`src/common/rob_pkg.sv`:
```
`default_nettype none

package rob_pkg;

  // reorder buffer depth
  // also the most ops in flight and the depth of each result queue
  localparam int rob_size = 8;
  localparam int tag_w = $clog2(rob_size);

  // datapath widths
  localparam int data_w = 32;
  localparam int reg_w = 5;
  localparam int op_w = 3;

  // op codes
  localparam logic [op_w-1:0] op_add = 3'd0;
  localparam logic [op_w-1:0] op_sub = 3'd1;
  localparam logic [op_w-1:0] op_and = 3'd2;
  localparam logic [op_w-1:0] op_or = 3'd3;
  localparam logic [op_w-1:0] op_xor = 3'd4;
  localparam logic [op_w-1:0] op_slt = 3'd5;
  localparam logic [op_w-1:0] op_mul = 3'd6;

  // multiplier latency in cycles
  localparam int mul_stages = 3;

  // true for ops handled by the multiplier
  function automatic logic is_mul_op(input logic [op_w-1:0] op);
    return op == op_mul;
  endfunction

endpackage

`default_nettype wire
```
`src/hdl/rob_core_top.sv`:
```
`timescale 1ns/10ps
`default_nettype none

module rob_core_top (
  input wire clk_in,
  input wire rst_in,
  // issue port
  input wire issue_valid,
  input wire [rob_pkg::op_w-1:0] issue_op,
  input wire [rob_pkg::data_w-1:0] issue_a,
  input wire [rob_pkg::data_w-1:0] issue_b,
  input wire [rob_pkg::reg_w-1:0] issue_dest,
  output logic issue_credit,
  // commit port
  output logic commit_valid,
  output logic [rob_pkg::tag_w-1:0] commit_tag,
  output logic [rob_pkg::reg_w-1:0] commit_dest,
  output logic [rob_pkg::data_w-1:0] commit_value
);

  logic [rob_pkg::tag_w-1:0] alloc_tag;
  logic alu_in_valid;
  logic mul_in_valid;

  // unit queue heads
  logic alu_ready;
  logic [rob_pkg::tag_w-1:0] alu_tag;
  logic [rob_pkg::data_w-1:0] alu_value;
  logic alu_pop;
  logic mul_ready;
  logic [rob_pkg::tag_w-1:0] mul_tag;
  logic [rob_pkg::data_w-1:0] mul_value;
  logic mul_pop;

  // cdb
  logic cdb_valid;
  logic [rob_pkg::tag_w-1:0] cdb_tag;
  logic [rob_pkg::data_w-1:0] cdb_value;

  // steer each issue to exactly one unit
  assign mul_in_valid = issue_valid && rob_pkg::is_mul_op(issue_op);
  assign alu_in_valid = issue_valid && !rob_pkg::is_mul_op(issue_op);

  rob u_rob (
    .clk_in(clk_in),
    .rst_in(rst_in),
    .alloc_valid(issue_valid),
    .alloc_op(issue_op),
    .alloc_dest(issue_dest),
    .alloc_tag(alloc_tag),
    .cdb_valid(cdb_valid),
    .cdb_tag(cdb_tag),
    .cdb_value(cdb_value),
    .commit_valid(commit_valid),
    .commit_tag(commit_tag),
    .commit_dest(commit_dest),
    .commit_value(commit_value),
    .credit(issue_credit)
  );

  alu_unit u_alu_unit (
    .clk_in(clk_in),
    .rst_in(rst_in),
    .in_valid(alu_in_valid),
    .in_op(issue_op),
    .in_a(issue_a),
    .in_b(issue_b),
    .in_tag(alloc_tag),
    .out_valid(alu_ready),
    .out_tag(alu_tag),
    .out_value(alu_value),
    .out_pop(alu_pop)
  );

  mul_unit u_mul_unit (
    .clk_in(clk_in),
    .rst_in(rst_in),
    .in_valid(mul_in_valid),
    .in_a(issue_a),
    .in_b(issue_b),
    .in_tag(alloc_tag),
    .out_valid(mul_ready),
    .out_tag(mul_tag),
    .out_value(mul_value),
    .out_pop(mul_pop)
  );

  cdb_arbiter u_cdb_arbiter (
    .clk_in(clk_in),
    .rst_in(rst_in),
    .alu_ready(alu_ready),
    .alu_tag(alu_tag),
    .alu_value(alu_value),
    .mul_ready(mul_ready),
    .mul_tag(mul_tag),
    .mul_value(mul_value),
    .alu_pop(alu_pop),
    .mul_pop(mul_pop),
    .cdb_valid(cdb_valid),
    .cdb_tag(cdb_tag),
    .cdb_value(cdb_value)
  );

endmodule

`default_nettype wire

```
`src/rob/rob.sv`:
```
`timescale 1ns/10ps
`default_nettype none

module rob (
  input wire clk_in,
  input wire rst_in,
  // allocation from the issue port
  input wire alloc_valid,
  input wire [rob_pkg::op_w-1:0] alloc_op,
  input wire [rob_pkg::reg_w-1:0] alloc_dest,
  output logic [rob_pkg::tag_w-1:0] alloc_tag,
  // writeback from the cdb
  input wire cdb_valid,
  input wire [rob_pkg::tag_w-1:0] cdb_tag,
  input wire [rob_pkg::data_w-1:0] cdb_value,
  // in-order commit
  output logic commit_valid,
  output logic [rob_pkg::tag_w-1:0] commit_tag,
  output logic [rob_pkg::reg_w-1:0] commit_dest,
  output logic [rob_pkg::data_w-1:0] commit_value,
  output logic credit
);

  // pointers carry one wrap bit above the index
  logic [rob_pkg::tag_w:0] head;
  logic [rob_pkg::tag_w:0] tail;
  logic [rob_pkg::tag_w-1:0] head_idx;
  logic [rob_pkg::tag_w-1:0] tail_idx;
  logic not_empty;

  // per-entry storage
  logic [rob_pkg::reg_w-1:0] dest_mem [rob_pkg::rob_size];
  logic [rob_pkg::data_w-1:0] value_mem [rob_pkg::rob_size];
  // set once the cdb has delivered the result
  logic [rob_pkg::rob_size-1:0] ready_bits;

  assign head_idx = head[rob_pkg::tag_w-1:0];
  assign tail_idx = tail[rob_pkg::tag_w-1:0];

  // same index with different wrap bits means full, not empty
  assign not_empty = head != tail;

  // new op gets the slot at the tail
  assign alloc_tag = tail_idx;

  // head retires as soon as its result is in
  assign commit_valid = not_empty && ready_bits[head_idx];
  assign commit_tag = head_idx;
  assign commit_dest = dest_mem[head_idx];
  assign commit_value = value_mem[head_idx];

  // one credit back per retired entry
  assign credit = commit_valid;

  // payload writes
  always_ff @(posedge clk_in) begin
    if (alloc_valid) begin
      dest_mem[tail_idx] <= alloc_dest;
    end
    if (cdb_valid) begin
      value_mem[cdb_tag] <= cdb_value;
    end
  end

  // pointers and ready bits
  always_ff @(posedge clk_in) begin
    if (rst_in) begin
      head <= '0;
      tail <= '0;
      ready_bits <= '0;
    end else begin
      if (alloc_valid) begin
        // fresh entry waits for its result
        ready_bits[tail_idx] <= 1'b0;
        tail <= tail + 1'b1;
      end
      // cdb never targets the slot being allocated
      // that slot is free, while the cdb tag is in flight
      if (cdb_valid) begin
        ready_bits[cdb_tag] <= 1'b1;
      end
      if (commit_valid) begin
        head <= head + 1'b1;
      end
    end
  end

endmodule

`default_nettype wire

```
`src/hdl/cdb_arbiter.sv`:
```
`timescale 1ns/10ps
`default_nettype none

module cdb_arbiter (
  input wire clk_in,
  input wire rst_in,
  // alu queue head
  input wire alu_ready,
  input wire [rob_pkg::tag_w-1:0] alu_tag,
  input wire [rob_pkg::data_w-1:0] alu_value,
  // mul queue head
  input wire mul_ready,
  input wire [rob_pkg::tag_w-1:0] mul_tag,
  input wire [rob_pkg::data_w-1:0] mul_value,
  output logic alu_pop,
  output logic mul_pop,
  output logic cdb_valid,
  output logic [rob_pkg::tag_w-1:0] cdb_tag,
  output logic [rob_pkg::data_w-1:0] cdb_value
);

  // high when the mul queue won the last grant
  logic last_mul;
  logic grant_alu;
  logic grant_mul;

  // on a tie the side that lost last time goes first
  assign grant_alu = alu_ready && (!mul_ready || last_mul);
  assign grant_mul = mul_ready && !grant_alu;

  assign alu_pop = grant_alu;
  assign mul_pop = grant_mul;

  // one result per cycle
  assign cdb_valid = grant_alu || grant_mul;

  always_comb begin
    if (grant_mul) begin
      cdb_tag = mul_tag;
      cdb_value = mul_value;
    end else begin
      cdb_tag = alu_tag;
      cdb_value = alu_value;
    end
  end

  // only real grants move the priority
  always_ff @(posedge clk_in) begin
    if (rst_in) begin
      last_mul <= 1'b0;
    end else if (cdb_valid) begin
      last_mul <= grant_mul;
    end
  end

endmodule

`default_nettype wire

```
`src/hdl/mul_unit.sv`:
```
`timescale 1ns/10ps
`default_nettype none

module mul_unit (
  input wire clk_in,
  input wire rst_in,
  input wire in_valid,
  input wire [rob_pkg::data_w-1:0] in_a,
  input wire [rob_pkg::data_w-1:0] in_b,
  input wire [rob_pkg::tag_w-1:0] in_tag,
  output logic out_valid,
  output logic [rob_pkg::tag_w-1:0] out_tag,
  output logic [rob_pkg::data_w-1:0] out_value,
  input wire out_pop
);

  // valid and tag shift alongside the data stages
  logic [rob_pkg::mul_stages-1:0] vld_pipe;
  logic [rob_pkg::tag_w-1:0] tag_pipe [rob_pkg::mul_stages];

  // stage 1 operands
  logic [rob_pkg::data_w-1:0] s1_a;
  logic [rob_pkg::data_w-1:0] s1_b;
  // stage 2 partial products
  // low x low is full width, cross terms only matter in their low half
  logic [31:0] s2_ll;
  logic [15:0] s2_cross;
  // stage 3 low 32 bits of the product
  logic [rob_pkg::data_w-1:0] s3_value;

  always_ff @(posedge clk_in) begin
    if (rst_in) begin
      vld_pipe <= '0;
    end else begin
      vld_pipe <= {vld_pipe[rob_pkg::mul_stages-2:0], in_valid};
    end
  end

  always_ff @(posedge clk_in) begin
    tag_pipe[0] <= in_tag;
    for (int i = 1; i < rob_pkg::mul_stages; i++) begin
      tag_pipe[i] <= tag_pipe[i-1];
    end
  end

  always_ff @(posedge clk_in) begin
    s1_a <= in_a;
    s1_b <= in_b;
    s2_ll <= {16'b0, s1_a[15:0]} * {16'b0, s1_b[15:0]};
    // hi x hi lands above bit 31 and drops out
    s2_cross <= s1_a[31:16] * s1_b[15:0] + s1_a[15:0] * s1_b[31:16];
    s3_value <= s2_ll + {s2_cross, 16'b0};
  end

  // last stage valid pushes into the queue
  result_queue u_result_queue (
    .clk_in(clk_in),
    .rst_in(rst_in),
    .push(vld_pipe[rob_pkg::mul_stages-1]),
    .push_tag(tag_pipe[rob_pkg::mul_stages-1]),
    .push_value(s3_value),
    .not_empty(out_valid),
    .head_tag(out_tag),
    .head_value(out_value),
    .pop(out_pop)
  );

endmodule

`default_nettype wire

```
`src/hdl/alu_unit.sv`:
```
`timescale 1ns/10ps
`default_nettype none

module alu_unit (
  input wire clk_in,
  input wire rst_in,
  input wire in_valid,
  input wire [rob_pkg::op_w-1:0] in_op,
  input wire [rob_pkg::data_w-1:0] in_a,
  input wire [rob_pkg::data_w-1:0] in_b,
  input wire [rob_pkg::tag_w-1:0] in_tag,
  output logic out_valid,
  output logic [rob_pkg::tag_w-1:0] out_tag,
  output logic [rob_pkg::data_w-1:0] out_value,
  input wire out_pop
);

  logic [rob_pkg::data_w-1:0] result;
  // one registered result ahead of the queue
  logic res_valid;
  logic [rob_pkg::tag_w-1:0] res_tag;
  logic [rob_pkg::data_w-1:0] res_value;

  always_comb begin
    case (in_op)
      rob_pkg::op_add: result = in_a + in_b;
      rob_pkg::op_sub: result = in_a - in_b;
      rob_pkg::op_and: result = in_a & in_b;
      rob_pkg::op_or: result = in_a | in_b;
      rob_pkg::op_xor: result = in_a ^ in_b;
      // signed compare
      rob_pkg::op_slt: result = {{(rob_pkg::data_w-1){1'b0}}, $signed(in_a) < $signed(in_b)};
      default: result = '0;
    endcase
  end

  always_ff @(posedge clk_in) begin
    if (rst_in) begin
      res_valid <= 1'b0;
    end else begin
      res_valid <= in_valid;
    end
  end

  always_ff @(posedge clk_in) begin
    res_tag <= in_tag;
    res_value <= result;
  end

  // pushed one edge after the result register
  result_queue u_result_queue (
    .clk_in(clk_in),
    .rst_in(rst_in),
    .push(res_valid),
    .push_tag(res_tag),
    .push_value(res_value),
    .not_empty(out_valid),
    .head_tag(out_tag),
    .head_value(out_value),
    .pop(out_pop)
  );

endmodule

`default_nettype wire

```
`src/hdl/result_queue.sv`:
```
`timescale 1ns/10ps
`default_nettype none

module result_queue (
  input wire clk_in,
  input wire rst_in,
  input wire push,
  input wire [rob_pkg::tag_w-1:0] push_tag,
  input wire [rob_pkg::data_w-1:0] push_value,
  output logic not_empty,
  output logic [rob_pkg::tag_w-1:0] head_tag,
  output logic [rob_pkg::data_w-1:0] head_value,
  input wire pop
);

  // extra msb tells full from empty
  logic [rob_pkg::tag_w:0] wr_ptr;
  logic [rob_pkg::tag_w:0] rd_ptr;

  logic [rob_pkg::tag_w-1:0] tag_mem [rob_pkg::rob_size];
  logic [rob_pkg::data_w-1:0] value_mem [rob_pkg::rob_size];

  assign not_empty = wr_ptr != rd_ptr;

  // head is visible without a read cycle
  assign head_tag = tag_mem[rd_ptr[rob_pkg::tag_w-1:0]];
  assign head_value = value_mem[rd_ptr[rob_pkg::tag_w-1:0]];

  always_ff @(posedge clk_in) begin
    if (push) begin
      tag_mem[wr_ptr[rob_pkg::tag_w-1:0]] <= push_tag;
      value_mem[wr_ptr[rob_pkg::tag_w-1:0]] <= push_value;
    end
  end

  // push and pop may land on the same edge
  always_ff @(posedge clk_in) begin
    if (rst_in) begin
      wr_ptr <= '0;
      rd_ptr <= '0;
    end else begin
      if (push) begin
        wr_ptr <= wr_ptr + 1'b1;
      end
      if (pop) begin
        rd_ptr <= rd_ptr + 1'b1;
      end
    end
  end

endmodule

`default_nettype wire

```
`config.mk`:
```
export PLATFORM = sky130hd
export DESIGN_NAME = rob_core_top
export DESIGN_NICKNAME = d
export VERILOG_FILES = /design/src/common/rob_pkg.sv /design/src/hdl/rob_core_top.sv /design/src/rob/rob.sv /design/src/hdl/cdb_arbiter.sv /design/src/hdl/mul_unit.sv /design/src/hdl/alu_unit.sv /design/src/hdl/result_queue.sv
export SDC_FILE = /design/constraint.sdc
export NUM_CORES = 2
export LEC_CHECK = 0
export BUFFER_PORTS_ARGS = -buffer_cell sky130_fd_sc_hd__buf_2
export CAP_MARGIN = 10
export CORE_MARGIN = 3
export CORE_UTILIZATION = 57
export CTS_BUF_LIST = sky130_fd_sc_hd__clkbuf_8
export CTS_CLUSTER_DIAMETER = 100
export DETAILED_ROUTE_END_ITERATION = 12
export HOLD_SLACK_MARGIN = 0.08
export PLACE_DENSITY = 0.73
export SETUP_SLACK_MARGIN = 0.5
export SLEW_MARGIN = 10
export SYNTH_ARGS = -nofsm -noshare
export SYNTH_HDL_FRONTEND = slang
export SYNTH_SLANG_ARGS = --single-unit
```
`constraint.sdc`:
```
create_clock -name clk_in -period 19.2 [get_ports clk_in]
set_input_delay 2.88 -clock clk_in [delete_from_list [all_inputs] [get_ports clk_in]]
set_output_delay 2.88 -clock clk_in [all_outputs]
set_load 0.02 [all_outputs]
```
==> insert_results.sql <==
INSERT INTO impl_metrics (metric_group, metric, value, unit) VALUES
('run_status', 'outcome', 'finished, final reports clean', ''),
('run', 'maxCapViolations', '0', ''),
('critical_path', 'timing.reg2reg.setup_slack', '12.34', 'ns'),
('synthesis', 'synthSimpleGateAreaFrac', '0.08204', ''),
('clocking', 'clock-root-buffer', 'sky130_fd_sc_hd__clkbuf_8', ''),
('cells_and_area', 'layout.nets', '5375', ''),
('critical_path', 'ff2ff_path_depth', '23', ''),
('die', 'core-area', '0.1041', 'sq mm'),
('synthesis', 'postSynth.asyncResetShare', '0', ''),
('synthesis', 'avgSynthCellArea', '13.38', 'sq um'),
('clocking', 'post_cts_resized', '0', ''),
('timing', 'finalSetupViolCount', '0', ''),
('timing', 'setup_total_negative_slack', '0', 'ns'),
('cells_and_area', 'synthToLayoutAreaGrowth', '8.652', '%'),
('timing', 'finalWorstSetupSlack', '12.34', 'ns'),
('timing', 'tightestPinTransition', '1.154', 'ns'),
('synthesis', 'synth_compound_gate_area_share', '0.05437', ''),
('critical_path', 'arrival', '7.57', 'ns'),
('hold_path', 'min_path_cells', '0', ''),
('detailed_routing', 'vias', '35560', ''),
('place', 'hpwl', '93270', 'um'),
('hold_path', 'min_delay_worst_endpoint', 'u_mul_unit.tag_pipe[0][7]$_DFF_P_', ''),
('timing', 'post-route-min-period', '6.865', 'ns'),
('die', 'ioPinCount', '117', ''),
('die', 'floorplan.rows', '118', ''),
('timing', 'maxSlewHeadroom', '0.2296', ''),
('detailed_routing', 'wire_per_inst', '22.34', 'um'),
('critical_path', 'cp_data_required_time', '19.91', 'ns'),
('global_route', 'first_global_vias', '36760', ''),
('clocking', 'cts.clk_slew.worst_paths', '0.06', 'ns'),
('synthesis', 'ys.flop_type', 'sky130_fd_sc_hd__edfxtp_1', ''),
('critical_path', 'timing.critical_path.fanout_max', '29', ''),
('critical_path', 'critPathKind', 'reg -> reg', ''),
('global_route', 'grt_start_max_net_pins', '73', ''),
('synthesis', 'synthDistinctLibCells', '82', ''),
('critical_path', 'startpoint_type', 'flip-flop', ''),
('synthesis', 'yosysTopAreaCellShare', '0.4278', ''),
('clocking', 'maximum_clock_path_buffer_count', '3', ''),
('synthesis', 'post-synth-top-area-cell', 'sky130_fd_sc_hd__edfxtp_1', ''),
('clocking', 'h-tree-depth', '4', ''),
('global_route', 'globalRoute.totalOverflow', '0', ''),
('detailed_routing', 'drt_iter0_drc', '3031', ''),
('die', 'fp.dieArea', '0.1093', 'sq mm'),
('die', 'start_util', '0.5773', ''),
('power', 'power_density', '157.1', 'mW/mm^2'),
('timing', 'clock_skew', '0.04379', 'ns'),
('synthesis', 'syn_inst', '4492', ''),
('hold_path', 'worstHoldStart', 'u_mul_unit.tag_pipe[0][4]$_DFF_P_', ''),
('cells_and_area', 'final_core_utilization', '0.6272', ''),
('place', 'io_buffer_count', '116', ''),
('global_route', 'antenna_found_initial', '5', ''),
('global_route', 'track_usage', '0.2581', ''),
('place', 'dp_worst_setup_slack', '12.38', 'ns'),
('synthesis', 'seq_area_frac_synth', '0.5047', ''),
('clocking', 'numCtsBuffers', '166', ''),
('clocking', 'tritoncts_clock_tree', 'built', ''),
('global_route', 'grt_first_pass_wirelength', '213300', 'um'),
('detailed_routing', 'firstDrtPassIters', '8', ''),
('place', 'gpl.final_weighted_congestion', '0.9400', ''),
('cells_and_area', 'postLayoutCellArea', '0.06529', 'sq mm'),
('clocking', 'cts.sink_count', '1087', ''),
('place', 'placed_area', '0.06209', 'sq mm'),
('synthesis', 'yosys.area_share.xor_xnor', '0.02157', ''),
('power', 'power.static_leakage', '25.48', 'nW'),
('synthesis', 'synth_mux_area_frac', '0.09728', ''),
('detailed_routing', 'wl_met1', '56100', 'um'),
('synthesis', 'synthesis.yosys.warnings', '0', ''),
('die', 'die_height', '330.7', 'um'),
('critical_path', 'worst_r2r_endpoint', 'u_mul_unit.s2_cross[15]$_DFF_P_', ''),
('synthesis', 'ys_ff_latch', '1087', ''),
('synthesis', 'synth_nets', '5260', '');
==> layer usage <==
layer | global-route usage | up-vias
li1 | - | 15930
met1 | 0.3485 | 18090
met5 | 0 | -
met4 | 0.09066 | 0
met3 | 0.04728 | 255
met2 | 0.4240 | 1285
==> worst max path at each step <==
stage | startpoint | end | slack, ns | cells after the start
after floorplan | u_mul_unit.s1_b[3]$_DFF_P_ | u_mul_unit.s2_cross[15]$_DFF_P_ | 12.90 | 25
after global placement | u_mul_unit.s1_b[2]$_DFF_P_ | u_mul_unit.s2_cross[15]$_DFF_P_ | 12.45 | 23
after detailed placement | u_mul_unit.s1_b[2]$_DFF_P_ | u_mul_unit.s2_cross[15]$_DFF_P_ | 12.38 | 23
after CTS | u_mul_unit.s1_b[3]$_DFF_P_ | u_mul_unit.s2_cross[15]$_DFF_P_ | 12.36 | 23
after global routing | u_mul_unit.s1_b[3]$_DFF_P_ | u_mul_unit.s2_cross[15]$_DFF_P_ | 11.95 | 23
final | u_mul_unit.s1_b[3]$_DFF_P_ | u_mul_unit.s2_cross[15]$_DFF_P_ | 12.34 | 23
==> stage by stage <==
stage | instances | hold slack, ns | total power (W)
after floorplan | 4492 | 0.3096 | 0.007072
after global placement | 5819 | 0.3138 | 0.008339
after detailed placement | 5819 | 0.3128 | 0.008451
after CTS | 6124 | 0.3016 | 0.01030
after global routing | 6126 | 0.3139 | 0.01104
final | 6127 | 0.3118 | 0.01026
==> cell type report <==
cell class | instances | area (sq um)
Multi-Input combinational cell | 2646 | 27020
Antenna cell | 3 | 7.507
Tap cell | 1380 | 1727
Timing Repair Buffer | 168 | 970.9
Inverter | 538 | 2019
Clock inverter | 120 | 644.4
Sequential cell | 1087 | 30350
Fill cell | 7728 | 38800
Clock buffer | 185 | 2546
==> cells by family (layout without fill, tap and decap cells) <==
logic type | count (synthesis) | count (layout)
fa+ha+maj | 693 | 693
mux | 309 | 309
buf+inv | 759 | 1011
other cells | 0 | 3
compound gates | 496 | 496
simple gates | 1000 | 1000
xor+xnor | 148 | 148
flops | 1087 | 1087
==> cell usage after synthesis, types with 27 or more instances <==
cell / instances
sky130_fd_sc_hd__edfxtp_1: 856
sky130_fd_sc_hd__inv_1: 534
sky130_fd_sc_hd__fa_1: 381
sky130_fd_sc_hd__nand2_1: 357
sky130_fd_sc_hd__ha_1: 312
sky130_fd_sc_hd__and2_1: 289
sky130_fd_sc_hd__dfxtp_1: 231
sky130_fd_sc_hd__mux4_2: 216
sky130_fd_sc_hd__clkbuf_1: 173
sky130_fd_sc_hd__a21oi_1: 158
sky130_fd_sc_hd__nor2_1: 152
sky130_fd_sc_hd__xnor2_1: 105
sky130_fd_sc_hd__o21ai_0: 78
sky130_fd_sc_hd__nor2b_1: 55
sky130_fd_sc_hd__mux2i_1: 53
sky130_fd_sc_hd__a211oi_1: 46
sky130_fd_sc_hd__nor3_1: 44
sky130_fd_sc_hd__xor2_1: 43
sky130_fd_sc_hd__mux2_2: 40
sky130_fd_sc_hd__nand3_1: 27
==> state kept, by name, indices dropped and copies added (netlist names), 32 cells and up, named ones only <==
name and flops:
u_alu_unit.u_result_queue.value_mem 256, u_mul_unit.u_result_queue.value_mem 256, u_rob.value_mem 256, u_rob.dest_mem 40
u_alu_unit.res_value 32, u_mul_unit.s1_a 32, u_mul_unit.s1_b 32, u_mul_unit.s2_ll 32
u_mul_unit.s3_value 32
==> critical path, stage by stage (launching register included) <==
cell                       delay [ns]
sky130_fd_sc_hd__dfxtp_1         0.97
sky130_fd_sc_hd__and2_1          0.26
sky130_fd_sc_hd__fa_1            0.43
sky130_fd_sc_hd__inv_1           0.08
sky130_fd_sc_hd__fa_1            0.43
sky130_fd_sc_hd__fa_1            0.49
sky130_fd_sc_hd__inv_1           0.04
sky130_fd_sc_hd__ha_1            0.26
sky130_fd_sc_hd__inv_1           0.05
sky130_fd_sc_hd__fa_1            0.49
sky130_fd_sc_hd__inv_1           0.06
sky130_fd_sc_hd__fa_1            0.53
sky130_fd_sc_hd__inv_1           0.05
sky130_fd_sc_hd__fa_1            0.47
sky130_fd_sc_hd__inv_1           0.05
sky130_fd_sc_hd__fa_1            0.43
sky130_fd_sc_hd__ha_1            0.32
sky130_fd_sc_hd__a21boi_0        0.15
sky130_fd_sc_hd__o21ai_0         0.19
sky130_fd_sc_hd__nand2b_1        0.11
sky130_fd_sc_hd__a21o_1          0.20
sky130_fd_sc_hd__a41o_1          0.25
sky130_fd_sc_hd__o41a_1          0.32
sky130_fd_sc_hd__xnor2_1         0.13
==> layout by cell type (no fill, tap or decap), types with 14 or more instances in the layout <==
cell and instances:
sky130_fd_sc_hd__nand3_1 27, sky130_fd_sc_hd__fa_1 381, sky130_fd_sc_hd__xor2_1 43, sky130_fd_sc_hd__a31oi_1 16
sky130_fd_sc_hd__ha_1 312, sky130_fd_sc_hd__o211ai_1 22, sky130_fd_sc_hd__nor2b_1 54, sky130_fd_sc_hd__o22ai_1 21
sky130_fd_sc_hd__clkinv_1 17, sky130_fd_sc_hd__nor2_1 138, sky130_fd_sc_hd__mux2i_1 53, sky130_fd_sc_hd__nor2_4 14
sky130_fd_sc_hd__nand2_1 357, sky130_fd_sc_hd__dfxtp_1 222, sky130_fd_sc_hd__and2_1 289, sky130_fd_sc_hd__nand2b_1 22
sky130_fd_sc_hd__buf_4 52, sky130_fd_sc_hd__a211oi_1 46, sky130_fd_sc_hd__mux4_2 216, sky130_fd_sc_hd__buf_2 116
sky130_fd_sc_hd__o21a_1 16, sky130_fd_sc_hd__inv_1 606, sky130_fd_sc_hd__clkbuf_8 185, sky130_fd_sc_hd__a21oi_1 158
sky130_fd_sc_hd__nor3_1 39, sky130_fd_sc_hd__a21o_1 24, sky130_fd_sc_hd__edfxtp_1 856, sky130_fd_sc_hd__xnor2_1 105
sky130_fd_sc_hd__o21ai_0 78, sky130_fd_sc_hd__o21bai_1 15, sky130_fd_sc_hd__mux2_2 40
==> report_power, final <==
group          leakage, nW  switching [W]  total (W)  internal [W]
registers             9.70       0.000213    0.00325       0.00304
logic                 13.9        0.00296    0.00520       0.00224
clock network         1.89       0.000881    0.00181      0.000932
No activity file was read; power rests on OpenSTA's default activity.
